## config.mk

```make
export PLATFORM = sky130hd
export DESIGN_NAME = ig
export DESIGN_NICKNAME = d
export VERILOG_FILES = /design/src/common/ig_data_pkg.sv /design/src/common/ig_ctrl_pkg.sv /design/src/gradient/line_buffer.sv /design/src/gradient/grad_calc.sv /design/src/hdl/img_fetch.sv /design/src/hdl/ig.sv
export SDC_FILE = /design/constraint.sdc
export NUM_CORES = 2
export LEC_CHECK = 0
export BUFFER_PORTS_ARGS = -buffer_cell sky130_fd_sc_hd__buf_2
export CORE_MARGIN = 10
export CORE_UTILIZATION = 50
export CTS_CLUSTER_DIAMETER = 150
export DETAILED_ROUTE_END_ITERATION = 16
export GPL_ROUTABILITY_DRIVEN = 0
export GPL_TIMING_DRIVEN = 1
export PLACE_DENSITY = 0.68
export SLEW_MARGIN = 0
export SYNTH_ARGS = -nofsm -noshare
export SYNTH_HDL_FRONTEND = slang
export SYNTH_SLANG_ARGS = --single-unit
```

## constraint.sdc

```tcl
create_clock -name clk -period 65 [get_ports clk]
set_clock_uncertainty 0.1 [all_clocks]
set_input_delay 6.5 -clock clk [delete_from_list [all_inputs] [get_ports clk]]
set_output_delay 6.5 -clock clk [all_outputs]
set_load 0.02 [all_outputs]
```

## src/common/ig_data_pkg.sv

```systemverilog
package ig_data_pkg;

    // --------------------
    // field widths
    // --------------------
    parameter int PIX_W  = 8;
    parameter int DIFF_W = PIX_W + 2;
    parameter int GRAD_W = 2 * DIFF_W;

    // unsigned greyscale sample
    typedef logic [PIX_W-1:0] pixel_t;

    // forward difference, -255 to +255
    typedef logic signed [DIFF_W-1:0] diff_t;

    // gx in the upper half, gy in the lower half
    typedef logic [GRAD_W-1:0] grad_t;

    // --------------------
    // helpers
    // --------------------

    // a - b, both zero-extended before the subtraction
    function automatic diff_t pix_diff(pixel_t a, pixel_t b);
        return $signed({2'b00, a}) - $signed({2'b00, b});
    endfunction

    function automatic grad_t pack_grad(diff_t gx, diff_t gy);
        return {gx, gy};
    endfunction

endpackage

```

## src/common/ig_ctrl_pkg.sv

```systemverilog
package ig_ctrl_pkg;

    // --------------------
    // fetch controller
    // --------------------

    // FETCH_READ walks the raster, FETCH_HALT waits for the next reset
    typedef enum logic {
        FETCH_READ = 1'b0,
        FETCH_HALT = 1'b1
    } fetch_state_t;

endpackage

```

## src/gradient/line_buffer.sv

```systemverilog
`timescale 1ns/1ps

module line_buffer
    import ig_data_pkg::*;
#(
    parameter int IMG_WIDTH = 256
) (
    input  logic   clk,
    input  logic   reset,

    // one pixel enters per shift
    input  logic   shift,
    input  pixel_t pix_in,

    // taps one row back
    output pixel_t above,
    output pixel_t above_right
);

    // --------------------
    // row delay line
    // --------------------

    // taps[0] holds the newest pixel, taps[IMG_WIDTH-1] the oldest
    pixel_t taps [IMG_WIDTH];

    always_ff @(posedge clk) begin
        if (reset) begin
            for (int i = 0; i < IMG_WIDTH; i++) begin
                taps[i] <= '0;
            end
        end else if (shift) begin
            taps[0] <= pix_in;
            for (int i = 1; i < IMG_WIDTH; i++) begin
                taps[i] <= taps[i-1];
            end
        end
    end

    // --------------------
    // output taps
    // --------------------

    // read from the registers, so the incoming pixel is not yet in
    // the line; above is W shifts old, above_right W-1 shifts old
    assign above       = taps[IMG_WIDTH-1];
    assign above_right = taps[IMG_WIDTH-2];

endmodule

```

## src/gradient/grad_calc.sv

```systemverilog
`timescale 1ns/1ps

module grad_calc
    import ig_data_pkg::*;
#(
    parameter int IMG_WIDTH = 256,
    localparam int ADDR_W = $clog2(IMG_WIDTH * IMG_WIDTH)
) (
    input  logic              clk,
    input  logic              reset,

    // pixel stream in raster order
    input  logic              pix_valid,
    input  logic [ADDR_W-1:0] pix_addr,
    input  pixel_t            pix,

    // gradient memory write
    output logic              grad_wr,
    output logic [ADDR_W-1:0] grad_addr,
    output grad_t             grad_do,

    output logic              done
);

    localparam int COL_W = $clog2(IMG_WIDTH);
    localparam int ROW_W = ADDR_W - COL_W;

    localparam logic [COL_W-1:0]  LAST_COL  = COL_W'(IMG_WIDTH - 1);
    localparam logic [ADDR_W-1:0] ROW_STEP  = ADDR_W'(IMG_WIDTH);
    localparam logic [ADDR_W-1:0] LAST_GRAD =
        ADDR_W'((IMG_WIDTH - 2) * IMG_WIDTH + (IMG_WIDTH - 2));

    logic [ROW_W-1:0] pix_row;
    logic [COL_W-1:0] pix_col;
    logic             word_en;
    pixel_t           above;
    pixel_t           above_right;
    diff_t            gx;
    diff_t            gy;

    // --------------------
    // previous row
    // --------------------
    line_buffer #(
        .IMG_WIDTH (IMG_WIDTH)
    ) u_line_buffer (
        .clk         (clk),
        .reset       (reset),
        .shift       (pix_valid),
        .pix_in      (pix),
        .above       (above),
        .above_right (above_right)
    );

    // --------------------
    // differences
    // --------------------
    assign pix_row = pix_addr[ADDR_W-1:COL_W];
    assign pix_col = pix_addr[COL_W-1:0];

    // current pixel sits one row below the word being produced,
    // so row 0 gives nothing and the last column has no right neighbour
    assign word_en = pix_valid && (pix_row != '0) && (pix_col != LAST_COL);

    assign gx = pix_diff(above_right, above);
    assign gy = pix_diff(pix, above);

    // --------------------
    // output registers
    // --------------------
    always_ff @(posedge clk) begin
        if (reset) begin
            grad_wr <= 1'b0;
            done    <= 1'b0;
        end else begin
            grad_wr <= word_en;
            // single pulse right after the final word goes out
            done    <= grad_wr && (grad_addr == LAST_GRAD);
        end
    end

    // word lands one row above the pixel that completed it
    always_ff @(posedge clk) begin
        if (word_en) begin
            grad_addr <= pix_addr - ROW_STEP;
            grad_do   <= pack_grad(gx, gy);
        end
    end

endmodule

```

## src/hdl/img_fetch.sv

```systemverilog
`timescale 1ns/1ps

module img_fetch
    import ig_ctrl_pkg::*;
#(
    parameter int IMG_WIDTH = 256,
    localparam int ADDR_W = $clog2(IMG_WIDTH * IMG_WIDTH)
) (
    input  logic              clk,
    input  logic              reset,

    // image memory request
    output logic              img_rd,
    output logic [ADDR_W-1:0] img_addr,

    // request delayed to match the memory latency
    output logic              pix_valid,
    output logic [ADDR_W-1:0] pix_addr
);

    localparam logic [ADDR_W-1:0] LAST_ADDR = ADDR_W'(IMG_WIDTH * IMG_WIDTH - 1);

    fetch_state_t state;

    // --------------------
    // address sequencer
    // --------------------

    // the strobe rises on the first edge out of reset and then
    // stays up for one full raster, one address per cycle
    always_ff @(posedge clk) begin
        if (reset) begin
            state    <= FETCH_READ;
            img_rd   <= 1'b0;
            img_addr <= '0;
        end else begin
            case (state)
                FETCH_READ: begin
                    if (img_rd && img_addr == LAST_ADDR) begin
                        // whole image requested
                        state  <= FETCH_HALT;
                        img_rd <= 1'b0;
                    end else begin
                        img_rd <= 1'b1;
                        if (img_rd) begin
                            img_addr <= img_addr + 1'b1;
                        end
                    end
                end
                FETCH_HALT: begin
                    img_rd <= 1'b0;
                end
                default: begin
                    state  <= FETCH_HALT;
                    img_rd <= 1'b0;
                end
            endcase
        end
    end

    // --------------------
    // read data alignment
    // --------------------

    // memory answers one cycle after the strobe
    always_ff @(posedge clk) begin
        if (reset) begin
            pix_valid <= 1'b0;
            pix_addr  <= '0;
        end else begin
            pix_valid <= img_rd;
            pix_addr  <= img_addr;
        end
    end

endmodule

```

## src/hdl/ig.sv

```systemverilog
`timescale 1ns/1ps

module ig
    import ig_data_pkg::*;
#(
    parameter int IMG_WIDTH = 256,
    localparam int ADDR_W = $clog2(IMG_WIDTH * IMG_WIDTH)
) (
    input  logic              clk,
    input  logic              reset,

    // image memory, read only
    output logic              img_rd,
    output logic [ADDR_W-1:0] img_addr,
    input  pixel_t            img_di,

    // gradient memory, write only
    output logic              grad_wr,
    output logic [ADDR_W-1:0] grad_addr,
    output grad_t             grad_do,

    output logic              done
);

    // --------------------
    // internal signals
    // --------------------

    // read strobe and address one cycle late, lined up with img_di
    logic              pix_valid;
    logic [ADDR_W-1:0] pix_addr;

    // --------------------
    // raster fetch
    // --------------------
    img_fetch #(
        .IMG_WIDTH (IMG_WIDTH)
    ) u_img_fetch (
        .clk       (clk),
        .reset     (reset),
        .img_rd    (img_rd),
        .img_addr  (img_addr),
        .pix_valid (pix_valid),
        .pix_addr  (pix_addr)
    );

    // --------------------
    // gradient datapath
    // --------------------
    grad_calc #(
        .IMG_WIDTH (IMG_WIDTH)
    ) u_grad_calc (
        .clk       (clk),
        .reset     (reset),
        .pix_valid (pix_valid),
        .pix_addr  (pix_addr),
        .pix       (img_di),
        .grad_wr   (grad_wr),
        .grad_addr (grad_addr),
        .grad_do   (grad_do),
        .done      (done)
    );

endmodule

```

Word level (Yosys, flattened, before mapping)
Memories as Yosys holds them, arrays and structs flattened.
Index checks and enable logic that the tools add are counted.
{"block": "word_totals", "reg_bits": 73, "latchBits": 0, "mem_bits_rw": 2048, "mem_bits_ro": 0, "output_inout_bits": 55, "n_memories": 1}
{"block": "classes", "addsub": 4, "multipliers": 0, "div": 0, "order_cmp": 0, "n_eq_ne": 3, "n_shift": 0, "muxes": 265, "bitwise": 258, "reduce_logical": 6}
{"name": "u_grad_calc.u_line_buffer.taps", "depth": 256, "word_bits": 8, "rd": 256, "rd_ports_with_merged_regs": 0, "wr": 256, "line_no": "line_buffer.sv:25", "rtl": "pixel_t taps [IMG_WIDTH];"}
{"cell": "two-way mux 8 bit", "count": 256}
{"cell": "bitwise OR 1 bit", "count": 256}
{"cell": "equality test 16 bit, second input constant", "count": 2}
{"cell": "subtractor 8 x 8 -> 9 bit", "count": 2}
{"cell": "adder 16 x 1 -> 16 bit, second input constant", "count": 1}
{"cell": "subtractor 16 x 9 -> 16 bit, second input constant", "count": 1}
{"cell": "two-way mux 1 bit", "count": 8}
{"cell": "inequality test 8 bit, second input constant", "count": 1}
{"cell": "nonzero test 8 bit", "count": 1}
{"cell": "logical AND 1 bit", "count": 4}
{"cell": "AND reduction 3 bit", "count": 1}
{"cell": "inverter 1 bit", "count": 2}
{"cell": "one-hot mux 1 bit (2 select lines)", "count": 1}

Depth between registers and ports, before layout
{"block": "logic_depth", "depth_word": 4, "mapped_depth": 8}

Hierarchy
From an unflattened synthesis, not the netlist that was laid out.
{"block": "hier_totals", "hier_cells": 4760, "area_unflattened_um2": 81889.8}
{"mod": "line_buffer", "instances": 1, "cells_per_inst": 4456, "area_per_inst_um2": 78515.3}
{"mod": "grad_calc", "instances": 1, "cells_per_inst": 158, "area_per_inst_um2": 1959.4}
{"mod": "img_fetch", "instances": 1, "cells_per_inst": 146, "area_per_inst_um2": 1415.1}

Least setup slack after synthesis
No wires, ideal clock.
{"block": "synth_path", "path_type": "input to register", "start": "input port reset", "end": "memory u_grad_calc.u_line_buffer.taps[0][0] (netlist name) (enable)", "arrival_time_ps": 31487, "required_time_ps": 63299, "path_slack_ps": 31811, "path_stages": 4, "path_cell_list": "clkbuf_1 clkbuf_1 clkbuf_1 or2_2"}
{"element": "from (decl)", "line_no": "ig.sv:10", "rtl": "input logic reset,"}
{"element": "to (decl)", "line_no": "line_buffer.sv:25"}

==> flow_metrics.env <==
export IMPL_h_tree_depth=4
export IMPL_crit_top_cell="buf_4"
export IMPL_viasPerCell=4.85
export IMPL_finalHoldViolCount=0
export IMPL_grt_use_total_pct=12.0
export IMPL_relSlewSlack_pct=15.0
export IMPL_multi_input_area_um2=14200
export IMPL_post_route_period_util_pct=19.1
export IMPL_syn_avg_cell_area_um2=17.0
export IMPL_placementRows=145
export IMPL_overflow=0
export IMPL_drc=0
export IMPL_num_vias=33500
export IMPL_clkLatencyLatePin_ns=0.80
export IMPL_placed_cell_area_um2=80800
export IMPL_drtIter0Drc=3169
export IMPL_fp_dieH_um=416
export IMPL_power_per_cell_area_nw_per_um2=33.0
export IMPL_finalSetupTns_ns=0
export IMPL_cp_arrival_ns=12.70
export IMPL_min_period_ns=12.39
export IMPL_crit_fanout=141
export IMPL_place_ws_ns=51.75
export IMPL_synth_seq_area_share_pct=80.7
export IMPL_core_area_um2=156000
export IMPL_total_power_uw=2880
export IMPL_slowest_delay_ns=0.95
export IMPL_cp_end_kind="register"
export IMPL_cp_buffers_inverters=6
export IMPL_cts_setup_buffers=0
export IMPL_worstHoldPathType="reg2reg"
export IMPL_cts_root_buffer="clkbuf_16"
export IMPL_maxCapViolCount=0
export IMPL_grt_setup_unrepaired="no"
export IMPL_cp_slowest_cell="buf_4"
export IMPL_yosysUniqueCellTypes=47
export IMPL_status="completed"
export IMPL_area_growth_pct=11.4
export IMPL_synthTopCellsByCount="2082 x edfxtp_1, 1042 x and2_1, 1028 x nor2b_1"
export IMPL_drtAntennaViolNets=0
export IMPL_fin_nets=4713
export IMPL_die_w_um=416
export IMPL_worstPathRequired_ns=65.31
export IMPL_cts_buffers=202
export IMPL_grt_max_degree=350
export IMPL_io_buffers=64
export IMPL_clock_path_buffers=3
export IMPL_wirelength_mm=105
export IMPL_async_reset_ff_share_pct=0
export IMPL_synth_edff_count=2082
export IMPL_setup_ws_ns=52.61
export IMPL_crit_chain="buf_8 -> or2_4 -> buf_4 -> buf_4 -> buf_4 -> buf_4 -> buf_4"
export IMPL_yosysTopAreaCellShare_pct=79.7
export IMPL_crit_type="in2reg"
export IMPL_yosysTopAreaCell="edfxtp_1"
export IMPL_grt_pass1_vias=32400
export IMPL_yosys_top_cells_area="edfxtp_1 80%, and2_1 8.3%, nor2b_1 8.2%, clkbuf_1 1.1%, dfxtp_1 0.94%"
export IMPL_grt_pass1_wl_mm=175
export IMPL_cts_tree="built"
export IMPL_synth_nets=4650
export IMPL_irDropWorstVdd_mv=0.0258
export IMPL_syn_inst=4619
export IMPL_initial_core_util_pct=50.3
export IMPL_synthFlopType="edfxtp_1"
export IMPL_clkSinkCount=2119
export IMPL_seq_area_um2=63300
export IMPL_yosysMostFrequentCell="edfxtp_1"
export IMPL_first_pass_iters=5
export IMPL_syn_area_um2=78400
export IMPL_cpLargestDelayFamily="buffers and inverters"
export IMPL_final_cell_area_um2=87300
export IMPL_fin_cells=6910
export IMPL_path_clk_slew_ns=0.06
export IMPL_finalMaxSlewViolations=0
export IMPL_worst_pin_slew_ns=1.27
export IMPL_setup_viol=0
export IMPL_cp_start_kind="input port"
export IMPL_synth_seq_cells=2119
export IMPL_fill_cells=12000
export IMPL_ys_warn_count=0
export IMPL_io_pins=65
export IMPL_power_leakage_uw=0.0319
export IMPL_max_freq_ghz=0.0807
export IMPL_hold_buffers=0
export IMPL_detail_route_wl_per_cell_um=15.2
export IMPL_dp_cells=6536
export IMPL_cts_resized=0
export IMPL_drive_gt1_share_pct=7.92
export IMPL_antenna_found_initial=4
export IMPL_die_area_um2=173000
export IMPL_dp_hpwl_mm=48.2
-- per-layer routing --
layer | routed length [µm] | global-route usage, %
met3 | 4410 | 2.78
met5 | 0 | 0
met4 | 3260 | 4.68
met1 | 54800 | 19.3
met2 | 42800 | 15.6
-- layout by cell type (no fill, tap or decap), types with 3 or more instances in the layout --
cell / instances
xnor2_1: 14
nand3_1: 3
clkinv_8: 3
bufinv_16: 20
clkinv_1: 46
o21a_1: 4
ha_1: 19
inv_16: 5
nor2b_1: 1027
buf_12: 8
nand2_1: 13
nor4_1: 3
clkbuf_16: 203
clkbuf_1: 48
clkinvlp_4: 7
nand4_1: 6
a21oi_1: 7
buf_4: 22
o21ai_0: 7
and2_1: 1042
o2111ai_1: 3
xor2_1: 11
inv_1: 21
edfxtp_1: 2082
dfxtp_1: 37
inv_6: 3
clkinv_16: 4
nor3_1: 14
clkinv_2: 31
or3_1: 4
nor2_1: 31
buf_2: 63
-- final cells by class --
class | count | share of cell area [%]
Clock buffer | 251 | 6.02
Tap cell | 2058 | 2.95
Clock inverter | 122 | 1.49
Multi-Input combinational cell | 2244 | 16.3
Sequential cell | 2119 | 72.4
Timing Repair Buffer | 94 | 0.751
Antenna cell | 1 | 0.00286
Inverter | 21 | 0.0902
-- stage by stage --
step / utilization (%) / hold WS (ns)
3_3_place_gp: 51.8 / 0.314
4_1_cts: 56.0 / 0.340
5_1_grt: 56.0 / 0.353
2_1_floorplan: - / 0.308
3_5_place_dp: 51.8 / 0.320
6_report: 56.0 / 0.340
-- worst paths after layout --
| check | start | endpoint | slack [ns] | depth (start not counted) |
|---|---|---|---|---|
| max | reset | u_grad_calc.u_line_buffer.taps[2][33]$_SDFFCE_PN0P_ | 52.61 | 7 |
| min | u_img_fetch.pix_addr[2]$_SDFF_PP0_ | u_grad_calc.grad_addr[2]$_DFFE_PP_ | 0.34 | 0 |
| max reg2reg | u_img_fetch.pix_valid$_SDFF_PP0_ | u_grad_calc.u_line_buffer.taps[2][33]$_SDFFCE_PN0P_ | 58.50 | 6 |
| min reg2reg | u_img_fetch.pix_addr[2]$_SDFF_PP0_ | u_grad_calc.grad_addr[2]$_DFFE_PP_ | 0.34 | 0 |
-- cells by family after synthesis --
logic type      count (synthesis)  synth area share [%]
buf+inv                       256                  1.24
xor+xnor                       25                 0.279
simple gates                 2164                  17.2
mux                             2                0.0271
flops                        2119                  80.7
compound gates                 32                 0.274
fa+ha+maj                      21                 0.354
-- state kept, by name, indices dropped and copies added, names as in the netlist --
signal / cells
u_grad_calc.u_line_buffer.taps: 2048
u_grad_calc.grad_do: 18
u_grad_calc.grad_addr: 16
u_img_fetch.img_addr: 16
u_img_fetch.pix_addr: 16
u_grad_calc.done: 1
u_grad_calc.grad_wr: 1
u_img_fetch.img_rd: 1
u_img_fetch.pix_valid: 1
u_img_fetch.state: 1
-- where the power goes --
part	total, µW	internal [µW]	switching (µW)	leakage (µW)
registers	1630	1610	21.2	0.0224
logic	96.2	33.2	63.0	0.00632
clock network	1160	658	501	0.00318
total	2880	2300	585	0.0319
-- worst register-to-register path: stages (launching register included) --
cell and delay [ns]:
dfxtp_1 0.53, or2_4 0.82, buf_4 0.91, buf_4 0.86, buf_4 0.87, buf_4 0.98
buf_4 0.99
(Power assumes the default switching activity.)
